## src/riscv_pkg.sv

```systemverilog
`default_nettype none

package riscv_pkg;

  typedef logic [31:0] word_t;
  typedef logic [4:0] reg_idx_t;

  // Major opcodes handled by the core, anything else runs as a no-op
  typedef enum logic [6:0] {
    LUI    = 7'b0110111,
    AUIPC  = 7'b0010111,
    JAL    = 7'b1101111,
    JALR   = 7'b1100111,
    BRANCH = 7'b1100011,
    LOAD   = 7'b0000011,
    STORE  = 7'b0100011,
    OP_IMM = 7'b0010011,
    OP     = 7'b0110011
  } opcode_e;

  typedef enum logic [1:0] {
    FETCH     = 2'd0,
    EXECUTE   = 2'd1,
    MEMORY    = 2'd2,
    WRITEBACK = 2'd3
  } ctrl_state_e;

  // funct3 for OP and OP_IMM
  localparam logic [2:0] F3_ADD  = 3'b000;
  localparam logic [2:0] F3_SLL  = 3'b001;
  localparam logic [2:0] F3_SLT  = 3'b010;
  localparam logic [2:0] F3_SLTU = 3'b011;
  localparam logic [2:0] F3_XOR  = 3'b100;
  localparam logic [2:0] F3_SR   = 3'b101; // SRL or SRA, told apart by bit 30
  localparam logic [2:0] F3_OR   = 3'b110;
  localparam logic [2:0] F3_AND  = 3'b111;

  // funct3 for BRANCH
  localparam logic [2:0] F3_BEQ  = 3'b000;
  localparam logic [2:0] F3_BNE  = 3'b001;
  localparam logic [2:0] F3_BLT  = 3'b100;
  localparam logic [2:0] F3_BGE  = 3'b101;
  localparam logic [2:0] F3_BLTU = 3'b110;
  localparam logic [2:0] F3_BGEU = 3'b111;

endpackage

`default_nettype wire

```

## src/mem_pkg.sv

```systemverilog
`default_nettype none

package mem_pkg;

  typedef logic [31:0] addr_t;
  typedef logic [31:0] data_t;
  typedef logic [3:0] strb_t; // One bit per byte lane, zero means read

  // Same encoding as funct3[1:0] of loads and stores
  typedef enum logic [1:0] {
    BYTE = 2'b00,
    HALF = 2'b01,
    WORD = 2'b10
  } access_size_e;

endpackage

`default_nettype wire

```

## src/mem_if.sv

```systemverilog
`timescale 1ns/1ps
`default_nettype none

interface mem_if;

  logic valid;
  logic instr;
  mem_pkg::addr_t addr;
  mem_pkg::data_t wdata;
  mem_pkg::strb_t wstrb;
  mem_pkg::data_t rdata;
  logic ready;

  modport requester (
    output valid,
    output instr,
    output addr,
    output wdata,
    output wstrb,
    input rdata,
    input ready
  );

  modport responder (
    input valid,
    input instr,
    input addr,
    input wdata,
    input wstrb,
    output rdata,
    output ready
  );

endinterface

`default_nettype wire

```

## src/fetch_unit.sv

```systemverilog
`timescale 1ns/1ps
`default_nettype none

module fetch_unit #(
  parameter riscv_pkg::word_t reset_vector = 32'h0000_0000
) (
  input logic clk,
  input logic rst_n,
  input logic fetch,
  input logic pc_load,
  input riscv_pkg::word_t next_pc,
  output riscv_pkg::word_t pc,
  output riscv_pkg::word_t instr_word,
  output logic fetch_done,
  mem_if.requester ibus
);

  logic req_valid;
  logic accepted;

  assign accepted = req_valid && ibus.ready;

  always_ff @(posedge clk) begin
    if (!rst_n) begin
      pc <= reset_vector;
      req_valid <= 1'b0;
      fetch_done <= 1'b0;
    end else begin
      fetch_done <= accepted;
      if (pc_load) begin
        pc <= next_pc;
      end
      if (fetch) begin
        req_valid <= 1'b1;
      end else if (accepted) begin
        req_valid <= 1'b0; // Drop valid the cycle after ready
      end
    end
  end

  always_ff @(posedge clk) begin
    if (accepted) begin
      instr_word <= ibus.rdata;
    end
  end

  // Read-only port, address comes straight from the PC
  assign ibus.valid = req_valid;
  assign ibus.instr = 1'b1;
  assign ibus.addr = pc;
  assign ibus.wdata = '0;
  assign ibus.wstrb = '0;

endmodule

`default_nettype wire

```

## src/execute_unit.sv

```systemverilog
`timescale 1ns/1ps
`default_nettype none

module execute_unit (
  input logic clk,
  input logic rst_n,
  input riscv_pkg::word_t instr_word,
  input riscv_pkg::word_t pc,
  input logic fetch_done,
  output logic fetch,
  output logic pc_load,
  output riscv_pkg::word_t next_pc,
  output riscv_pkg::reg_idx_t rs1_idx,
  output riscv_pkg::reg_idx_t rs2_idx,
  input riscv_pkg::word_t rs1_val,
  input riscv_pkg::word_t rs2_val,
  output logic rd_we,
  output riscv_pkg::reg_idx_t rd_idx,
  output riscv_pkg::word_t rd_val,
  output logic mem_start,
  output riscv_pkg::word_t mem_addr,
  output riscv_pkg::word_t mem_wdata,
  output mem_pkg::access_size_e mem_size,
  output logic mem_store,
  output logic mem_unsigned,
  input logic mem_done,
  input riscv_pkg::word_t load_val
);

  riscv_pkg::ctrl_state_e state;
  riscv_pkg::opcode_e opcode;
  logic [2:0] funct3;
  logic sub;
  logic taken;
  logic is_mem;
  logic writes_rd;
  logic fetch_q;
  riscv_pkg::word_t imm_i;
  riscv_pkg::word_t imm_s;
  riscv_pkg::word_t imm_b;
  riscv_pkg::word_t imm_u;
  riscv_pkg::word_t imm_j;
  riscv_pkg::word_t op_b;
  riscv_pkg::word_t alu_res;
  riscv_pkg::word_t result;
  riscv_pkg::word_t target;
  riscv_pkg::word_t result_q;
  riscv_pkg::word_t next_pc_q;

  assign opcode = riscv_pkg::opcode_e'(instr_word[6:0]);
  assign funct3 = instr_word[14:12];
  assign sub = (opcode == riscv_pkg::OP) && instr_word[30];

  assign imm_i = {{20{instr_word[31]}}, instr_word[31:20]};
  assign imm_s = {{20{instr_word[31]}}, instr_word[31:25], instr_word[11:7]};
  assign imm_b = {{19{instr_word[31]}}, instr_word[31], instr_word[7],
                  instr_word[30:25], instr_word[11:8], 1'b0};
  assign imm_u = {instr_word[31:12], 12'h000};
  assign imm_j = {{11{instr_word[31]}}, instr_word[31], instr_word[19:12],
                  instr_word[20], instr_word[30:21], 1'b0};

  assign op_b = (opcode == riscv_pkg::OP) ? rs2_val : imm_i;

  always_comb begin
    case (funct3)
      riscv_pkg::F3_ADD: alu_res = sub ? rs1_val - op_b : rs1_val + op_b;
      riscv_pkg::F3_SLL: alu_res = rs1_val << op_b[4:0];
      riscv_pkg::F3_SLT: alu_res = {31'd0, $signed(rs1_val) < $signed(op_b)};
      riscv_pkg::F3_SLTU: alu_res = {31'd0, rs1_val < op_b};
      riscv_pkg::F3_XOR: alu_res = rs1_val ^ op_b;
      riscv_pkg::F3_SR: begin
        if (instr_word[30]) begin
          alu_res = $signed(rs1_val) >>> op_b[4:0]; // Arithmetic shift
        end else begin
          alu_res = rs1_val >> op_b[4:0];
        end
      end
      riscv_pkg::F3_OR: alu_res = rs1_val | op_b;
      riscv_pkg::F3_AND: alu_res = rs1_val & op_b;
    endcase
  end

  always_comb begin
    case (funct3)
      riscv_pkg::F3_BEQ: taken = rs1_val == rs2_val;
      riscv_pkg::F3_BNE: taken = rs1_val != rs2_val;
      riscv_pkg::F3_BLT: taken = $signed(rs1_val) < $signed(rs2_val);
      riscv_pkg::F3_BGE: taken = $signed(rs1_val) >= $signed(rs2_val);
      riscv_pkg::F3_BLTU: taken = rs1_val < rs2_val;
      riscv_pkg::F3_BGEU: taken = rs1_val >= rs2_val;
      default: taken = 1'b0;
    endcase
  end

  always_comb begin
    result = alu_res;
    target = pc + 32'd4;
    writes_rd = 1'b1;
    is_mem = 1'b0;
    case (opcode)
      riscv_pkg::LUI: result = imm_u;
      riscv_pkg::AUIPC: result = pc + imm_u;
      riscv_pkg::JAL: begin
        result = pc + 32'd4; // Link value
        target = pc + imm_j;
      end
      riscv_pkg::JALR: begin
        result = pc + 32'd4;
        target = (rs1_val + imm_i) & ~32'd1;
      end
      riscv_pkg::BRANCH: begin
        writes_rd = 1'b0;
        if (taken) begin
          target = pc + imm_b;
        end
      end
      riscv_pkg::LOAD: is_mem = 1'b1;
      riscv_pkg::STORE: begin
        writes_rd = 1'b0;
        is_mem = 1'b1;
      end
      riscv_pkg::OP_IMM, riscv_pkg::OP: result = alu_res;
      default: writes_rd = 1'b0; // Unknown opcode falls through as a no-op
    endcase
  end

  always_comb begin
    case (funct3[1:0])
      2'b00: mem_size = mem_pkg::BYTE;
      2'b01: mem_size = mem_pkg::HALF;
      default: mem_size = mem_pkg::WORD;
    endcase
  end

  always_ff @(posedge clk) begin
    if (!rst_n) begin
      state <= riscv_pkg::FETCH;
      fetch_q <= 1'b1; // First fetch right after reset
    end else begin
      fetch_q <= (state == riscv_pkg::WRITEBACK);
      case (state)
        riscv_pkg::FETCH: begin
          if (fetch_done) begin
            state <= riscv_pkg::EXECUTE;
          end
        end
        riscv_pkg::EXECUTE: state <= is_mem ? riscv_pkg::MEMORY : riscv_pkg::WRITEBACK;
        riscv_pkg::MEMORY: begin
          if (mem_done) begin
            state <= riscv_pkg::WRITEBACK;
          end
        end
        default: state <= riscv_pkg::FETCH;
      endcase
    end
  end

  always_ff @(posedge clk) begin
    if (state == riscv_pkg::EXECUTE) begin
      result_q <= result;
      next_pc_q <= target;
    end
  end

  assign fetch = fetch_q;
  assign pc_load = (state == riscv_pkg::WRITEBACK);
  assign next_pc = next_pc_q;

  assign rs1_idx = instr_word[19:15];
  assign rs2_idx = instr_word[24:20];
  assign rd_idx = instr_word[11:7];
  assign rd_we = (state == riscv_pkg::WRITEBACK) && writes_rd;
  assign rd_val = (opcode == riscv_pkg::LOAD) ? load_val : result_q;

  assign mem_start = (state == riscv_pkg::EXECUTE) && is_mem;
  assign mem_store = (opcode == riscv_pkg::STORE);
  assign mem_addr = rs1_val + (mem_store ? imm_s : imm_i);
  assign mem_wdata = rs2_val;
  assign mem_unsigned = funct3[2];

endmodule

`default_nettype wire

```

## src/register_file.sv

```systemverilog
`timescale 1ns/1ps
`default_nettype none

module register_file (
  input logic clk,
  input riscv_pkg::reg_idx_t rs1_idx,
  input riscv_pkg::reg_idx_t rs2_idx,
  output riscv_pkg::word_t rs1_val,
  output riscv_pkg::word_t rs2_val,
  input logic rd_we,
  input riscv_pkg::reg_idx_t rd_idx,
  input riscv_pkg::word_t rd_val
);

  // x0 has no storage
  riscv_pkg::word_t regs [1:31];

  always_ff @(posedge clk) begin
    if (rd_we && (rd_idx != 5'd0)) begin
      regs[rd_idx] <= rd_val;
    end
  end

  assign rs1_val = (rs1_idx == 5'd0) ? '0 : regs[rs1_idx];
  assign rs2_val = (rs2_idx == 5'd0) ? '0 : regs[rs2_idx];

endmodule

`default_nettype wire

```

## src/lsu.sv

```systemverilog
`timescale 1ns/1ps
`default_nettype none

module lsu (
  input logic clk,
  input logic rst_n,
  input logic start,
  input logic store,
  input logic is_unsigned,
  input riscv_pkg::word_t addr,
  input riscv_pkg::word_t wdata,
  input mem_pkg::access_size_e size,
  output logic done,
  output riscv_pkg::word_t load_val,
  mem_if.requester dbus
);

  logic req_valid;
  logic accepted;
  logic req_unsigned;
  logic [1:0] offset;
  mem_pkg::access_size_e req_size;
  mem_pkg::addr_t req_addr;
  mem_pkg::data_t req_wdata;
  mem_pkg::strb_t req_strb;
  mem_pkg::strb_t strb;
  mem_pkg::data_t wdata_rep;
  mem_pkg::data_t shifted;
  riscv_pkg::word_t aligned;

  always_comb begin
    case (size)
      mem_pkg::BYTE: begin
        strb = 4'b0001 << addr[1:0];
        wdata_rep = {4{wdata[7:0]}};
      end
      mem_pkg::HALF: begin
        strb = 4'b0011 << {addr[1], 1'b0};
        wdata_rep = {2{wdata[15:0]}};
      end
      default: begin
        strb = 4'b1111;
        wdata_rep = wdata;
      end
    endcase
  end

  assign accepted = req_valid && dbus.ready;

  always_ff @(posedge clk) begin
    if (!rst_n) begin
      req_valid <= 1'b0;
      done <= 1'b0;
    end else begin
      done <= accepted;
      if (start) begin
        req_valid <= 1'b1;
      end else if (accepted) begin
        req_valid <= 1'b0;
      end
    end
  end

  always_ff @(posedge clk) begin
    if (start) begin
      req_addr <= {addr[31:2], 2'b00};
      req_wdata <= wdata_rep;
      req_strb <= store ? strb : 4'b0000;
      offset <= addr[1:0];
      req_size <= size;
      req_unsigned <= is_unsigned;
    end
    if (accepted) begin
      load_val <= aligned;
    end
  end

  // Bring the addressed lane down to bit 0, then extend
  assign shifted = dbus.rdata >> {offset, 3'b000};

  always_comb begin
    case (req_size)
      mem_pkg::BYTE: aligned = {{24{shifted[7] & ~req_unsigned}}, shifted[7:0]};
      mem_pkg::HALF: aligned = {{16{shifted[15] & ~req_unsigned}}, shifted[15:0]};
      default: aligned = shifted;
    endcase
  end

  assign dbus.valid = req_valid;
  assign dbus.instr = 1'b0;
  assign dbus.addr = req_addr;
  assign dbus.wdata = req_wdata;
  assign dbus.wstrb = req_strb;

endmodule

`default_nettype wire

```

## src/cpu.sv

```systemverilog
`timescale 1ns/1ps
`default_nettype none

module cpu #(
  parameter riscv_pkg::word_t reset_vector = 32'h0000_0000
) (
  input logic clk,
  input logic rst_n,
  output logic imemory_valid,
  output logic imemory_instr,
  output mem_pkg::addr_t imemory_addr,
  output mem_pkg::data_t imemory_wdata,
  output mem_pkg::strb_t imemory_wstrb,
  input mem_pkg::data_t imemory_rdata,
  input logic imemory_ready,
  output logic dmemory_valid,
  output logic dmemory_instr,
  output mem_pkg::addr_t dmemory_addr,
  output mem_pkg::data_t dmemory_wdata,
  output mem_pkg::strb_t dmemory_wstrb,
  input mem_pkg::data_t dmemory_rdata,
  input logic dmemory_ready
);

  logic fetch;
  logic pc_load;
  logic fetch_done;
  riscv_pkg::word_t next_pc;
  riscv_pkg::word_t pc;
  riscv_pkg::word_t instr_word;
  riscv_pkg::reg_idx_t rs1_idx;
  riscv_pkg::reg_idx_t rs2_idx;
  riscv_pkg::reg_idx_t rd_idx;
  riscv_pkg::word_t rs1_val;
  riscv_pkg::word_t rs2_val;
  riscv_pkg::word_t rd_val;
  logic rd_we;
  logic mem_start;
  logic mem_store;
  logic mem_unsigned;
  logic mem_done;
  riscv_pkg::word_t mem_addr;
  riscv_pkg::word_t mem_wdata;
  riscv_pkg::word_t load_val;
  mem_pkg::access_size_e mem_size;

  mem_if ibus ();
  mem_if dbus ();

  fetch_unit #(
    .reset_vector (reset_vector)
  ) fetch_unit0 (
    .clk        (clk),
    .rst_n      (rst_n),
    .fetch      (fetch),
    .pc_load    (pc_load),
    .next_pc    (next_pc),
    .pc         (pc),
    .instr_word (instr_word),
    .fetch_done (fetch_done),
    .ibus       (ibus.requester)
  );

  execute_unit execute_unit0 (
    .clk          (clk),
    .rst_n        (rst_n),
    .instr_word   (instr_word),
    .pc           (pc),
    .fetch_done   (fetch_done),
    .fetch        (fetch),
    .pc_load      (pc_load),
    .next_pc      (next_pc),
    .rs1_idx      (rs1_idx),
    .rs2_idx      (rs2_idx),
    .rs1_val      (rs1_val),
    .rs2_val      (rs2_val),
    .rd_we        (rd_we),
    .rd_idx       (rd_idx),
    .rd_val       (rd_val),
    .mem_start    (mem_start),
    .mem_addr     (mem_addr),
    .mem_wdata    (mem_wdata),
    .mem_size     (mem_size),
    .mem_store    (mem_store),
    .mem_unsigned (mem_unsigned),
    .mem_done     (mem_done),
    .load_val     (load_val)
  );

  register_file register_file0 (
    .clk     (clk),
    .rs1_idx (rs1_idx),
    .rs2_idx (rs2_idx),
    .rs1_val (rs1_val),
    .rs2_val (rs2_val),
    .rd_we   (rd_we),
    .rd_idx  (rd_idx),
    .rd_val  (rd_val)
  );

  lsu lsu0 (
    .clk         (clk),
    .rst_n       (rst_n),
    .start       (mem_start),
    .store       (mem_store),
    .is_unsigned (mem_unsigned),
    .addr        (mem_addr),
    .wdata       (mem_wdata),
    .size        (mem_size),
    .done        (mem_done),
    .load_val    (load_val),
    .dbus        (dbus.requester)
  );

  assign imemory_valid = ibus.valid;
  assign imemory_instr = ibus.instr;
  assign imemory_addr = ibus.addr;
  assign imemory_wdata = ibus.wdata;
  assign imemory_wstrb = ibus.wstrb;
  assign ibus.rdata = imemory_rdata;
  assign ibus.ready = imemory_ready;

  assign dmemory_valid = dbus.valid;
  assign dmemory_instr = dbus.instr;
  assign dmemory_addr = dbus.addr;
  assign dmemory_wdata = dbus.wdata;
  assign dmemory_wstrb = dbus.wstrb;
  assign dbus.rdata = dmemory_rdata;
  assign dbus.ready = dmemory_ready;

endmodule

`default_nettype wire

```

## config.mk

```make
export PLATFORM = sky130hd
export DESIGN_NAME = cpu
export DESIGN_NICKNAME = d
export VERILOG_FILES = /design/src/riscv_pkg.sv /design/src/mem_pkg.sv /design/src/mem_if.sv /design/src/fetch_unit.sv /design/src/execute_unit.sv /design/src/register_file.sv /design/src/lsu.sv /design/src/cpu.sv
export SDC_FILE = /design/constraint.sdc
export NUM_CORES = 2
export LEC_CHECK = 0
export ABC_AREA = 0
export BUFFER_PORTS_ARGS = -buffer_cell sky130_fd_sc_hd__buf_2
export CORE_MARGIN = 2
export CORE_UTILIZATION = 60
export CTS_BUF_LIST = sky130_fd_sc_hd__clkbuf_16
export CTS_CLUSTER_SIZE = 14
export DETAILED_ROUTE_END_ITERATION = 7
export PLACE_DENSITY = 0.77
export SLEW_MARGIN = 20
export SYNTH_ARGS = -nofsm -noshare
export SYNTH_HDL_FRONTEND = slang
export SYNTH_SLANG_ARGS = --single-unit
export TNS_END_PERCENT = 30
```

## constraint.sdc

```tcl
create_clock -name clk -period 9 [get_ports clk]
set_input_delay 0.45 -clock clk [delete_from_list [all_inputs] [get_ports clk]]
set_output_delay 0.45 -clock clk [all_outputs]
set_load 0.02 [all_outputs]
```

### Yosys cells after proc, flatten, opt, wreduce, memory -nomap -nowiden

Memory sizes are Yosys's and may differ from the RTL's. A register that Yosys moved wholly into a read port is not among the register bits.
Cells that the tools add are included.

| cells by class | value |
|---|---|
| add/subtract/negate cells | 8 |
| order comparisons | 6 |
| equal/unequal tests | 26 |
| shift operators | 6 |
| mux-type cells | 30 |
| bitwise operators | 6 |
| reduce and logical (&&, ||, !) cells | 20 |

Operators with widths:

| operator | number |
|---|---|
| case mux 32 bit (8 select lines) | 1 |
| two-way mux 32 bit | 7 |
| adder 32 bit | 6 |
| case mux 32 bit (3 select lines) | 2 |
| < comparator 32 bit | 4 |
| case mux 32 bit (2 select lines) | 2 |
| >= comparator 32 bit | 2 |
| right shift 32 x 5 -> 32 bit | 2 |
| adder 32 x 3 -> 32 bit, second input constant | 1 |
| AND 32 bit | 1 |
| == test 32 bit | 1 |
| inequality test 32 bit | 1 |
| bitwise OR 32 bit | 1 |
| << shifter 32 x 5 -> 32 bit | 1 |
| >>> shifter 32 x 5 -> 32 bit | 1 |
| subtractor 32 bit | 1 |
| bitwise XOR 32 bit | 1 |
| == test 7 x 6 -> 1 bit, second input constant | 3 |
| == test 7 bit, second input constant | 3 |
| two-way mux 5 bit | 3 |
| == test 7 x 5 -> 1 bit, second input constant | 2 |
| == test 3 bit, second input constant | 4 |
| logical NOT 5 bit | 2 |
| two-way mux 1 bit | 9 |
| other kinds (24) | 41 |

| storage, ports and cells | value |
|---|---|
| register bits | 238 |
| bits in writable memories | 992 |
| bits of input ports | 68 |
| output and inout bits | 140 |
| word-level logic and storage cells | 120 |
| memories | 1 |

Memories:

| name | depth | bits a word | rd ports | clocked after memory_dff | write ports | line | source |
|---|---|---|---|---|---|---|---|
| register_file0.regs | 31 | 32 | 2 | 2 | 1 | register_file.sv:16 | `riscv_pkg::word_t regs [1:31];` |

### Depth between registers and ports, before layout

| depth | value |
|---|---|
| depth in word-level cells | 7 |
| depth in mapped cells | 25 |
| mapped depth without buffers | 20 |

### Modules after synthesis

Synthesis repeated with hierarchy kept, for this count alone.

| unflattened totals | value |
|---|---|
| cells, all modules | 6,126 |
| area total of the unflattened synthesis | 74,825.5 um2 |

By module, submodules not included:

| module | times used | cells each | area each (um2) | sequential area each (um2) |
|---|---|---|---|---|
| register_file | 1 | 2,593 | 46,489.6 | 29,788.6 |
| execute_unit | 1 | 3,049 | 21,174.1 | 1,981.9 |
| lsu | 1 | 272 | 4,365.4 | 3,133.0 |
| fetch_unit | 1 | 212 | 2,796.4 | 1,641.6 |

### Least setup slack after synthesis

No wires, ideal clock.

| timing path | value |
|---|---|
| path type | reg-to-reg |
| from | reg with a tool-made name |
| to | reg execute_unit0.result_q[30] (data pin) |
| library setup time | 264 ps |
| arrival time | 5,740 ps |
| data required time | 8,736 ps |
| slack | 2,996 ps |
| cell stages (with the launch flop) | 24 |
| buffers on the path | 6 |
| period minus slack after synthesis | 6,004 ps |
| cell sequence | dfxtp_1 > buf_4 > buf_2 > clkbuf_1 > buf_1 > buf_2 > mux4_2 > mux4_2 > mux2i_1 > nor2_1 > a21oi_1 > ha_1 > clkbuf_1 > inv_1 > a21oi_1 > nor2_1 > a211o_1 > o31a_1 > a41oi_1 > o21ai_0 > a2111o_1 > and3_1 > o21ai_0 > a31oi_1 |

RTL lines:

| element | line | source |
|---|---|---|
| end signal: assignment | execute_unit.sv:160 | `result_q <= result;` |
| end: declaration | execute_unit.sv:47 | `riscv_pkg::word_t result_q;` |

==> impl_metrics.py <==
metrics = {
    "placement": {
        "dp_hpwl_mm": 206,
        "numPortBuffers": 167,
        "place_congestion": 1.11,
    },
    "drt": {
        "drt-vias-per-instance": 7.80,
        "wl_met3_mm": 45.9,
        "wl_met2_mm": 133,
        "met1_length_mm": 101,
        "routedWlPerCell_um": 40.9,
        "top_layer": "met5",
        "num_vias": 59109,
        "drt-initial-drc-count": 10638,
        "drc": 0,
        "antenna_left": 0,
        "detail_route.first_pass.iterations": 7,
        "routed_wl_mm": 310,
    },
    "yosys": {
        "synth_edf_count": 1191,
        "async_reset_ff_share_pct": 0,
        "syn_area_sq_um": 73200,
        "ys.flop_type": "edfxtp_1",
        "ys_seq_area_share_pct": 50.2,
        "synth.distinct_cells": 102,
        "yosysWarnings": 0,
        "synth_seq_cells": 1240,
        "synthCells": 5678,
        "syn_area_per_cell_sq_um": 12.9,
    },
    "clocking": {
        "holdBufCountCts": 36,
        "post-cts-setup-buffers": 0,
        "htree_num_levels": 4,
        "cts_buffer_depth": 3,
        "cts_made_buffers": 132,
        "tritoncts": "built",
        "root_buffer": "clkbuf_16",
        "numClockSinks": 1240,
        "clk_latency_ns": 0.84,
        "post_cts_resized": 0,
        "clkTransAtPathRegs_ns": 0.06,
    },
    "power_and_ir_drop": {
        "power_mw": 15.7,
        "power_density_nw_per_um2": 194,
        "p_leak_nw": 28.9,
        "ir_drop_uv": 341,
    },
    "die": {
        "core_area_sq_um": 121000,
        "die_w_um": 353,
        "io_pins": 208,
        "die_y_um": 353,
        "start_util_pct": 60.3,
        "row_count": 128,
        "die_area_sq_um": 125000,
    },
    "sta": {
        "slew_headroom_pct": 8.47,
        "timing.fmax_ghz": 0.124,
        "rsz0062_at_grt": "false",
        "setup-tns-final_ns": 0,
        "finalHoldViolations": 0,
        "setup_viol": 0,
        "slew_violations": 0,
        "fin_crit_ns": 8.07,
        "tightest_slew_ns": 1.33,
        "fin_skew_ns": 0.0644,
        "fin_crit_sh_pct": 89.7,
    },
    "global_routing": {
        "globalRoute.totalOverflow": 0,
        "grt_max_degree": 87,
        "groute.usage.overall_pct": 49.0,
        "grt_pass1_wl_mm": 429,
        "grt_pass1_vias": 56187,
        "antenna_found_initial": 20,
    },
    "setup_path": {
        "crit_top_cell": "o221a_2",
        "cpMaxStageDelayCell": "dfxtp_4",
        "reg2regPathDepth": 17,
        "path_max_fanout": 53,
        "cp.depth": 17,
        "crit_required_ns": 9.51,
        "crit_chain": "buf_12 -> buf_4 -> nor2_1 -> a211o_1 -> a32o_1 -> a211oi_1 -> and2_1 -> ha_1 -> a2111oi_0 -> o31ai_1 -> o221a_2 -> o21ai_0 -> o221a_2 -> a21oi_1 -> or4_1 -> nand3_1 -> a31oi_1",
        "critPathKind": "flop to flop",
        "crit_path_start_kind": "flop",
        "endpoint_kind": "flop",
        "max_stage_delay_ns": 1.03,
        "path_buf_inv": 2,
        "crit_family": "compound AO/OA/AOI/OAI gates",
        "arrival_ns": 8.58,
    },
    "worst_hold_path": {
        "min_path_cells": 3,
        "hold_path.class": "primary input to flop",
    },
    "final_layout": {
        "register_area_sq_um": 36800,
        "nets": 6133,
        "layout-drive-gt1-share_pct": 20.6,
        "fillers": 8331,
        "layout_commonest_cell": "edfxtp_1",
        "layout.cells.most_common_list": "edfxtp_1, mux4_2, a21oi_1",
        "areaGrowthSynthToFinish_pct": 10.6,
        "multiInputGateArea_sq_um": 34200,
    },
    "run": {
        "cap_violations": 0,
    },
    "run_status": {
        "run_status": "finished clean",
    },
}
[registers in the layout (all words and copies together), names as in the netlist, 2 cells and up, named ones only]
| name | count |
|---|---|
| register_file0.regs | 992 |
| lsu0.load_val | 32 |
| execute_unit0.state | 2 |
| lsu0.offset | 2 |
| execute_unit0.result_q | 32 |
| lsu0.dbus.addr | 30 |
| fetch_unit0.instr_word | 32 |
| execute_unit0.next_pc | 32 |
| lsu0.req_size | 2 |
| lsu0.dbus.wstrb | 4 |
| lsu0.dbus.wdata | 32 |
| fetch_unit0.ibus.addr | 32 |
[layer usage]
| layer | GRT usage (%) | up-vias |
|---|---|---|
| li1 | - | 22659 |
| met1 | 60.0 | 28804 |
| met2 | 71.1 | 6034 |
| met3 | 17.0 | 1584 |
| met4 | 38.3 | 28 |
| met5 | 1.74 | - |
[stage by stage]
stage          util (%)  cell area [sq um]  hold WS (ns)  std cells  setup WS [ns]
5_1_grt            66.6              80900        0.0497       7568           1.03
4_1_cts            66.6              80800        0.0193       7563           1.35
3_5_place_dp       62.8              76300         0.428       7289           1.45
2_1_floorplan         -              73300         0.418       5716           3.00
3_3_place_gp       62.8              76300         0.420       7288           1.53
6_report           66.6              80900        0.0614       7576          0.927
[worst register-to-register path: cells and delay by family, from the launching register on]
kind | cells | cell delay, ns
AO/OA/AOI/OAI | 10 | 3.90
flip-flops | 1 | 1.03
buffers and inverters | 2 | 0.91
adder cells (fa/ha/maj) | 1 | 0.45
AND/OR/NAND/NOR | 4 | 1.47
[synthesized netlist by cell type, types with 58 or more instances]
master | count | share of area [%]
edfxtp_1 | 1191 | 49
mux4_2 | 467 | 14
a21oi_1 | 395 | 2.7
nor2_1 | 383 | 2.0
mux2i_1 | 355 | 4.9
nand2_1 | 327 | 1.7
o21ai_0 | 273 | 1.9
clkbuf_1 | 229 | 1.2
ha_1 | 223 | 3.8
inv_1 | 167 | 0.86
xnor2_1 | 124 | 1.5
a211oi_1 | 98 | 1.0
nor2b_1 | 81 | 0.69
mux2_2 | 74 | 1.1
o22ai_1 | 74 | 0.63
a21o_1 | 73 | 0.75
buf_2 | 73 | 0.50
buf_4 | 70 | 0.72
nand3_1 | 60 | 0.41
a22oi_1 | 58 | 0.60
[cell families (layout without fill, tap and decap cells)]
group,Yosys count,in the layout,share of synthesized area [%]
buffers and inverters,605,828,3.69
XOR/XNOR,179,179,2.14
flip-flops,1240,1240,50.2
AND/OR/NAND/NOR,1139,1139,7.23
multiplexers,898,898,20.4
adder cells (fa/ha/maj),230,230,4.01
AO/OA/AOI/OAI,1385,1385,12.3
other,2,52,0.0103
[power breakdown]
group | internal, mW | total (mW) | switching [mW]
Combinational | 1.02 | 3.36 | 2.34
Clock | 2.87 | 5.38 | 2.51
Sequential | 6.81 | 6.93 | 0.118
[final timing paths]
kind	slack [ns]	from	endpoint
setup / recovery	0.93	flop	execute_unit0.result_q[31]$_DFFE_PN_
setup reg to reg	0.93	flop	execute_unit0.result_q[31]$_DFFE_PN_
hold reg to reg	0.47	execute_unit0.fetch$_SDFF_PN1_	fetch_unit0.ibus.valid$_SDFFE_PN0P_
hold / removal	0.06	dmemory_rdata[26]	lsu0.load_val[26]$_DFFE_PP_
[layout make-up]
type / instances / area share [%]
repair buffers: 416 / 3.74
flip-flops and latches: 1240 / 45.5
multi-input cells: 3871 / 42.3
clock inverters: 106 / 1.07
diodes: 12 / 0.0371
inverters: 174 / 0.808
well taps: 1625 / 2.51
clock buffers: 132 / 4.08
Note: power is estimated with default switching activity, not from simulation.
